$ cat src/predictor_config.svh
`ifndef PREDICTOR_CONFIG_SVH
`define PREDICTOR_CONFIG_SVH

// Return stack slots, must be a power of two so the index wraps
`define RETURN_SIZE 8

// Recovery queue entries, also a power of two
`define RETURN_RQ_SIZE 8

// Direct-mapped BTB lines
`define BTB_ENTRIES 16

// Fetch block tag and 2-byte slot offset widths
`define FETCH_ID_BITS 4
`define FETCH_OFF_BITS 2

`endif

$ cat src/fetchTypesPkg.sv
`default_nettype none

`include "predictor_config.svh"

package fetchTypesPkg;

    // Wrapping tag of a fetch block
    // There is no extra range bit, so two IDs are only ordered relative to a base
    typedef logic [`FETCH_ID_BITS-1:0] FetchId;

    // Halfword slot inside a fetch block
    typedef logic [`FETCH_OFF_BITS-1:0] FetchOff;

endpackage

`default_nettype wire

$ cat src/branchTypesPkg.sv
`default_nettype none

`include "predictor_config.svh"

package branchTypesPkg;

    // Kind of control transfer stored in a BTB line
    typedef enum logic [1:0] {
        BK_NONE   = 2'd0,
        BK_CALL   = 2'd1,
        BK_RETURN = 2'd2
    } BranchKind;

    // Slot of the circular return stack
    typedef logic [$clog2(`RETURN_SIZE)-1:0] RetStackIdx;

endpackage

`default_nettype wire

$ cat src/branchTargetBuffer.sv
`default_nettype none
`timescale 1ns/1ps

`include "predictor_config.svh"

module branchTargetBuffer
    import fetchTypesPkg::*;
    import branchTypesPkg::*;
(
    input  wire            clk,
    input  wire            rst,
    input  wire            fetchValid,
    input  wire [30:0]     fetchPc,
    input  wire FetchId    fetchId,
    input  wire            flush,
    input  wire            btbWrite,
    input  wire [30:0]     btbPc,
    input  wire BranchKind btbKind,
    input  wire FetchOff   btbOffs,
    output logic           lastValid,
    output logic [30:0]    lastPc,
    output FetchId         lastId,
    output BranchKind      branchKind,
    output FetchOff        branchOffs
);

    localparam int OFF_BITS = `FETCH_OFF_BITS;
    localparam int ENTRIES  = `BTB_ENTRIES;
    localparam int IDX_BITS = $clog2(ENTRIES);
    localparam int TAG_BITS = 31 - OFF_BITS - IDX_BITS;

    logic                entryValid [ENTRIES];
    logic [TAG_BITS-1:0] entryTag   [ENTRIES];
    BranchKind           entryKind  [ENTRIES];
    FetchOff             entryOffs  [ENTRIES];

    logic [IDX_BITS-1:0] lookupIdx;
    logic [TAG_BITS-1:0] lookupTag;
    logic [IDX_BITS-1:0] writeIdx;
    logic [TAG_BITS-1:0] writeTag;
    logic                lookupHit;
    logic                accept;

    // Line index sits just above the slot offset, the rest of the block address is the tag
    assign lookupIdx = fetchPc[OFF_BITS +: IDX_BITS];
    assign lookupTag = fetchPc[30 -: TAG_BITS];
    assign writeIdx  = btbPc[OFF_BITS +: IDX_BITS];
    assign writeTag  = btbPc[30 -: TAG_BITS];

    assign lookupHit = entryValid[lookupIdx] && (entryTag[lookupIdx] == lookupTag);

    // A block fetched while a mispredict is signalled is already squashed
    assign accept = fetchValid && !flush;

    always_ff @(posedge clk or posedge rst) begin
        if (rst) begin
            for (int i = 0; i < ENTRIES; i++) begin
                entryValid[i] <= 1'b0;
            end
            lastValid  <= 1'b0;
            branchKind <= BK_NONE;
        end else begin
            if (btbWrite) begin
                entryValid[writeIdx] <= 1'b1;
            end
            lastValid <= accept;
            // Kind is forced to none for any cycle without a live lookup result
            if (accept && lookupHit) begin
                branchKind <= entryKind[lookupIdx];
            end else begin
                branchKind <= BK_NONE;
            end
        end
    end

    // Table contents and the lookup payload
    always_ff @(posedge clk) begin
        if (btbWrite) begin
            entryTag[writeIdx]  <= writeTag;
            entryKind[writeIdx] <= btbKind;
            entryOffs[writeIdx] <= btbOffs;
        end
        if (fetchValid) begin
            lastPc     <= fetchPc;
            lastId     <= fetchId;
            branchOffs <= entryOffs[lookupIdx];
        end
    end

    // The return stack treats a branch kind as live without checking lastValid again
    kindNeedsValid: assert property (
        @(posedge clk) disable iff (rst)
        !lastValid |-> branchKind == BK_NONE
    ) else $error("BTB reports a branch without a valid block");

endmodule

`default_nettype wire

$ cat src/returnStack.sv
`default_nettype none
`timescale 1ns/1ps

`include "predictor_config.svh"

module returnStack
    import fetchTypesPkg::*;
    import branchTypesPkg::*;
(
    input  wire             clk,
    input  wire             rst,
    input  wire             fetchValid,
    input  wire             lastValid,
    input  wire [30:0]      lastPc,
    input  wire FetchId     lastId,
    input  wire BranchKind  branchKind,
    input  wire FetchOff    branchOffs,
    input  wire             misprValid,
    input  wire FetchId     misprId,
    input  wire FetchOff    misprOffs,
    input  wire RetStackIdx recoveryIdx,
    input  wire FetchId     commitId,
    output logic            stall,
    output logic            predValid,
    output logic [30:0]     retAddr,
    output RetStackIdx      retIdx
);

    localparam int SIZE     = `RETURN_SIZE;
    localparam int RQ_SIZE  = `RETURN_RQ_SIZE;
    localparam int OFF_BITS = `FETCH_OFF_BITS;
    localparam int Q_BITS   = $clog2(RQ_SIZE);
    localparam int PTR_W    = Q_BITS + 1;

    logic [30:0] stackMem [SIZE];

    // Recovery queue, one entry per call, holding what that call overwrote
    logic [30:0] qAddr [RQ_SIZE];
    RetStackIdx  qIdx  [RQ_SIZE];
    FetchId      qId   [RQ_SIZE];
    FetchOff     qOffs [RQ_SIZE];

    // Pointers carry one extra bit to tell a full queue from an empty one
    logic [PTR_W-1:0]  qHead;
    logic [PTR_W-1:0]  qTail;
    logic [PTR_W-1:0]  qCount;
    logic [Q_BITS-1:0] newestPtr;
    logic [Q_BITS-1:0] oldestPtr;
    logic [Q_BITS-1:0] headPtr;
    logic              queueEmpty;
    logic              queueFull;

    RetStackIdx  rindexReg;
    RetStackIdx  rindex;
    logic [30:0] pushAddr;
    logic        isCall;
    logic        isReturn;
    logic        doPush;

    logic    recovering;
    FetchId  recId;
    FetchId  recBase;
    FetchOff recOffs;
    FetchId  queueRel;
    FetchId  recRel;
    logic    recContinue;
    logic    doRestore;

    FetchId lastRetId;
    FetchId tailRel;
    FetchId commitRel;
    logic   retireCheck;

    assign headPtr    = qHead[Q_BITS-1:0];
    assign newestPtr  = headPtr - Q_BITS'(1);
    assign oldestPtr  = qTail[Q_BITS-1:0];
    assign qCount     = qHead - qTail;
    assign queueEmpty = (qHead == qTail);
    assign queueFull  = (qHead == qTail + PTR_W'(RQ_SIZE));

    assign isCall   = lastValid && (branchKind == BK_CALL);
    assign isReturn = lastValid && (branchKind == BK_RETURN);

    // Return lands on the slot after the call
    assign pushAddr = {lastPc[30:OFF_BITS], branchOffs} + 31'd1;

    // Index after the previous block's call or return, used in this same cycle
    always_comb begin
        rindex = rindexReg;
        if (isCall) begin
            rindex = rindexReg + RetStackIdx'(1);
        end else if (isReturn) begin
            rindex = rindexReg - RetStackIdx'(1);
        end
    end

    assign doPush = !misprValid && !recovering && isCall;

    // Walk back while the newest entry was written after the mispredicting slot.
    // The mispredicting slot itself is not undone
    always_comb begin
        queueRel    = qId[newestPtr] - recBase;
        recRel      = recId - recBase;
        recContinue = !queueEmpty &&
                      ((queueRel > recRel) ||
                       ((queueRel == recRel) && (qOffs[newestPtr] > recOffs)));
    end

    assign doRestore = !misprValid && recovering && recContinue;
    assign stall     = recovering;

    // Commit ordering is measured from the ID retired last
    always_comb begin
        tailRel     = qId[oldestPtr] - lastRetId;
        commitRel   = commitId - lastRetId;
        retireCheck = !misprValid && !recovering && (lastRetId != commitId);
    end

    always_ff @(posedge clk or posedge rst) begin
        if (rst) begin
            for (int i = 0; i < SIZE; i++) begin
                stackMem[i] <= 31'd0;
            end
            qHead      <= '0;
            qTail      <= '0;
            rindexReg  <= '0;
            recovering <= 1'b0;
            predValid  <= 1'b0;
            lastRetId  <= '0;
        end else begin
            if (misprValid) begin
                rindexReg  <= recoveryIdx;
                recovering <= !queueEmpty;
                predValid  <= 1'b0;
            end else begin
                rindexReg <= rindex;
                if (fetchValid) begin
                    predValid <= 1'b1;
                end
            end

            if (doRestore) begin
                stackMem[qIdx[newestPtr]] <= qAddr[newestPtr];
                qHead                     <= qHead - PTR_W'(1);
            end else if (!misprValid && recovering) begin
                // Newest entry is older than the mispredict, so the walk is done
                recovering <= 1'b0;
            end

            // A call on a full queue still pushes, only its undo record is lost
            if (doPush) begin
                stackMem[rindex] <= pushAddr;
                if (!queueFull) begin
                    qHead <= qHead + PTR_W'(1);
                end
            end

            // At most one entry is freed per cycle until the commit point is reached
            if (retireCheck) begin
                if (!queueEmpty && (tailRel < commitRel)) begin
                    lastRetId <= qId[oldestPtr];
                    qTail     <= qTail + PTR_W'(1);
                end else begin
                    lastRetId <= commitId;
                end
            end
        end
    end

    // Queue contents and the prediction output
    always_ff @(posedge clk) begin
        if (doPush && !queueFull) begin
            qAddr[headPtr] <= stackMem[rindex];
            qIdx[headPtr]  <= rindex;
            qId[headPtr]   <= lastId;
            qOffs[headPtr] <= branchOffs;
        end
        if (misprValid) begin
            recId   <= misprId;
            recBase <= commitId;
            recOffs <= misprOffs;
        end
        if (fetchValid && !misprValid) begin
            retIdx <= rindex;
            // A call in the block just before has not reached the stack yet
            if (isCall) begin
                retAddr <= pushAddr;
            end else begin
                retAddr <= stackMem[rindex];
            end
        end
    end

    // The BTB flush must keep squashed calls away from a running recovery
    noCallInStall: assert property (
        @(posedge clk) disable iff (rst)
        stall |-> !isCall
    ) else $error("Call reached the return stack during recovery");

    queueBounded: assert property (
        @(posedge clk) disable iff (rst)
        qCount <= PTR_W'(RQ_SIZE)
    ) else $error("Recovery queue underflow");

    noFetchInStall: assert property (
        @(posedge clk) disable iff (rst)
        stall |-> !fetchValid
    ) else $error("Fetch issued a block while the return stack stalls");

endmodule

`default_nettype wire

$ cat src/fetchPredictor.sv
`default_nettype none
`timescale 1ns/1ps

module fetchPredictor
    import fetchTypesPkg::*;
    import branchTypesPkg::*;
(
    input  wire             clk,
    input  wire             rst,
    input  wire             fetchValid,
    input  wire [30:0]      fetchPc,
    input  wire FetchId     fetchId,
    input  wire             btbWrite,
    input  wire [30:0]      btbPc,
    input  wire BranchKind  btbKind,
    input  wire FetchOff    btbOffs,
    input  wire             misprValid,
    input  wire FetchId     misprId,
    input  wire FetchOff    misprOffs,
    input  wire RetStackIdx recoveryIdx,
    input  wire FetchId     commitId,
    output logic            stall,
    output logic            predValid,
    output logic [30:0]     retAddr,
    output RetStackIdx      retIdx
);

    // Registered BTB result of the previous fetch
    logic        lastValid;
    logic [30:0] lastPc;
    FetchId      lastId;
    BranchKind   branchKind;
    FetchOff     branchOffs;

    // A mispredict squashes the block whose lookup is still in flight
    branchTargetBuffer u_btb (
        .clk        (clk),
        .rst        (rst),
        .fetchValid (fetchValid),
        .fetchPc    (fetchPc),
        .fetchId    (fetchId),
        .flush      (misprValid),
        .btbWrite   (btbWrite),
        .btbPc      (btbPc),
        .btbKind    (btbKind),
        .btbOffs    (btbOffs),
        .lastValid  (lastValid),
        .lastPc     (lastPc),
        .lastId     (lastId),
        .branchKind (branchKind),
        .branchOffs (branchOffs)
    );

    returnStack u_rs (
        .clk         (clk),
        .rst         (rst),
        .fetchValid  (fetchValid),
        .lastValid   (lastValid),
        .lastPc      (lastPc),
        .lastId      (lastId),
        .branchKind  (branchKind),
        .branchOffs  (branchOffs),
        .misprValid  (misprValid),
        .misprId     (misprId),
        .misprOffs   (misprOffs),
        .recoveryIdx (recoveryIdx),
        .commitId    (commitId),
        .stall       (stall),
        .predValid   (predValid),
        .retAddr     (retAddr),
        .retIdx      (retIdx)
    );

endmodule

`default_nettype wire

$ cat config.mk
export PLATFORM = sky130hd
export DESIGN_NAME = fetchPredictor
export DESIGN_NICKNAME = d
export VERILOG_FILES = /design/src/fetchTypesPkg.sv /design/src/branchTypesPkg.sv /design/src/branchTargetBuffer.sv /design/src/returnStack.sv /design/src/fetchPredictor.sv
export VERILOG_INCLUDE_DIRS = /design/src
export SDC_FILE = /design/constraint.sdc
export NUM_CORES = 2
export LEC_CHECK = 0
export BUFFER_PORTS_ARGS = -buffer_cell sky130_fd_sc_hd__buf_2
export CORE_ASPECT_RATIO = 0.75
export CORE_MARGIN = 10
export CORE_UTILIZATION = 50
export DETAILED_ROUTE_END_ITERATION = 16
export PLACE_DENSITY = 0.66
export SLEW_MARGIN = 25
export SYNTH_ARGS = -nofsm -noshare
export SYNTH_HDL_FRONTEND = slang
export SYNTH_SLANG_ARGS = --single-unit
$ cat constraint.sdc
create_clock -name clk -period 14.2 [get_ports clk]
set_input_delay 2.84 -clock clk [delete_from_list [all_inputs] [get_ports clk]]
set_output_delay 2.84 -clock clk [all_outputs]
set_load 0.05 [all_outputs]
==> flow_metrics.env <==
export IMPL_status="finished clean"
export IMPL_tightest_slew_ns=1.11
export IMPL_grt_pass1_wl_mm=189
export IMPL_grt_pass1_vias=28447
export IMPL_p_leak_nw=21.8
export IMPL_synth_edf_count=863
export IMPL_layout_common_cells="edfxtp_1, mux2i_1, dfrtp_1"
export IMPL_rsz0062_at_grt="no"
export IMPL_synthDistinctLibCells=79
export IMPL_wire_per_inst_um=28.7
export IMPL_overflow=0
export IMPL_cts_setup_buffers=0
export IMPL_synth_top_area_cell="edfxtp_1"
export IMPL_cts_root_buffer="clkbuf_16"
export IMPL_cts_htree_levels=3
export IMPL_drive_above_1_share_pct=24.5
export IMPL_synth_seq_cells=1147
export IMPL_finalWirelength_mm=127
export IMPL_final_common_cell="edfxtp_1"
export IMPL_die_h_um=294
export IMPL_period_needed_ns=6.76
export IMPL_fmax_mhz=148
export IMPL_tns_ns=0
export IMPL_avgViaCountPerCell=6.14
export IMPL_firstDrtPassIters=5
export IMPL_maxCapViolCount=0
export IMPL_critical_path_max_fanout=46
export IMPL_drtAntennaViolNets=0
export IMPL_initial_utilization_pct=50.3
export IMPL_drtIter0Drc=2619
export IMPL_min_path_type="flip-flop to flip-flop"
export IMPL_num_nets_final=3144
export IMPL_syn_area_um2=49900
export IMPL_io_buffers=119
export IMPL_vias=27302
export IMPL_finalMaxSlewViolations=0
export IMPL_syn_area_per_cell_um2=17.3
export IMPL_ios=124
export IMPL_clock_path_buffers=3
export IMPL_grt_antenna_before_repair=9
export IMPL_area_growth_pct=11.9
export IMPL_yosys_warnings=0
export IMPL_drc=0
export IMPL_cts_clk_slew_worst_paths_ns=0.06
export IMPL_start_kind="flip-flop"
export IMPL_yosysTopAreaCellShare_pct=52.0
export IMPL_synth_area_leaders="edfxtp_1, dfrtp_1, mux4_2, mux2i_1, mux2_2"
export IMPL_cts_tree="done"
export IMPL_fin_crit_sh_pct=47.6
export IMPL_rows=100
export IMPL_end_kind="flip-flop"
export IMPL_synthFlopType="edfxtp_1"
export IMPL_crit_required_ns=14.73
export IMPL_finalClockSkew_ns=0.0394
export IMPL_critPathKind="flip-flop to flip-flop"
export IMPL_setup_viol=0
export IMPL_peakVddDrop_mv=0.153
export IMPL_syn_inst=2881
export IMPL_clk_latency_ns=0.72
export IMPL_fin_util_pct=56.3
export IMPL_reg2reg_setup_slack_ns=7.44
export IMPL_chipWidth_um=385
export IMPL_power_density_nw_per_um2=182
export IMPL_grt_max_degree=157
export IMPL_routabilityCongestion=0.814
export IMPL_grt_util_all_layers_pct=22.5
export IMPL_cp_data_arrival_time_ns=7.29
export IMPL_yosysSeqAreaShare_pct=66.2
export IMPL_cts_resized=0
export IMPL_dieArea_um2=113000
export IMPL_antenna_cells=0
export IMPL_cts_hold_buf=0
export IMPL_core_area_um2=99100
export IMPL_syn_nets=3000
export IMPL_clkSinkCount=1147
export IMPL_cts_made_buffers=112
export IMPL_hold_viol_final=0
export IMPL_async_flop_share_pct=24.8
export IMPL_relSlewSlack_pct=25.7
export IMPL_dp_hpwl_mm=74.5
worst paths after layout:
check,startpoint,endpoint,depth (start not counted)
max,u_rs.qHead[0],u_rs.stackMem[102],18
min,u_btb.entryValid[7],u_btb.entryValid[7],1
max reg2reg,u_rs.qHead[0],u_rs.stackMem[102],18
min reg2reg,u_btb.entryValid[7],u_btb.entryValid[7],1
max in group asynchronous,rst,u_rs.qHead[0],4
min in group asynchronous,rst,u_rs.stackMem[227],2
worst max-delay path, stage by stage, from the launching register on:
cell      delay (ns)
dfrtp_4         1.03
inv_1           0.31
ha_4            0.73
mux4_2          0.41
mux2i_1         0.30
inv_1           0.08
ha_1            0.27
a21o_1          0.18
a21oi_1         0.16
xor2_1          0.19
xnor2_1         0.10
ha_1            0.29
and3_1          0.18
a221oi_1        0.09
a311o_1         0.39
nor3_2          0.61
nand2_4         0.69
mux2i_1         0.40
mux2i_1         0.12
layout make-up:
type,instances,area [µm²]
tap,1326,1660
timing repair buffer,186,1150
fill,7518,43300
clock inverter,71,717
sequential,1147,33000
inverter,39,155
clock buffer,139,3010
multi-input combinational,1539,16100
metal layers:
metal  share of wire, %  routed length, µm  track usage, %
met1                 43              54400            32.2
met5              0.069                 88               0
met4                2.2               2750            5.56
met3                7.7               9830            4.38
met2                 47              60400            35.6
logic make-up after synthesis:
group                    synth area share (%)
AO/OA/AOI/OAI                            2.73
buffers and inverters                    2.12
flip-flops                               66.2
XOR/XNOR                                 1.68
AND/OR/NAND/NOR                          3.61
multiplexers                             22.8
adder cells (fa/ha/maj)                 0.838
Yosys cell counts, drive strengths merged, types with 3 or more instances:
library cell  count
a22o              7
inv              37
mux2             80
xor2             44
edfxtp          863
dfrtp           284
buf             108
or2              17
nor4              3
a22oi            13
fa                4
o211ai            4
a21o              8
a31oi             3
o21ai           117
clkbuf           48
nand4            12
mux2i           474
ha               27
xnor2            48
and3              9
nand3            18
nand3b            3
nand2           156
nor2b             9
mux4            254
nor2            105
nand2b            7
a221oi            6
a21oi            37
and4              7
o311ai            3
nor3             29
state kept, by name, summed over array words and instances, names as in the netlist, 29 cells and up:
signal / flops
u_btb.lastPc: 29
u_rs.qId: 32
u_btb.entryOffs: 32
u_btb.entryTag: 400
u_rs.qAddr: 248
u_btb.entryKind: 32
u_rs.stackMem: 248
u_rs.retAddr: 31
report_power, final:
group / internal, mW / leakage (nW) / switching (mW)
sequential: 4.09 / 11.5 / 0.260
combinational: 1.23 / 8.43 / 1.58
clock: 1.72 / 1.82 / 1.29
total: 7.05 / 21.8 / 3.13
per-stage QoR:
step	setup slack (ns)	cells	hold slack [ns]	total power, mW	cell area [µm²]
after CTS	7.44	4446	0.465	10.2	55800
after detailed placement	6.93	4236	0.450	7.22	52000
after global placement	6.91	4236	0.446	7.06	52000
final	7.44	4447	0.468	10.2	55800
after global routing	7.01	4447	0.476	10.6	55800
after floorplan	3.52	2881	0.434	6.41	49900
(Power assumes the default switching activity.)
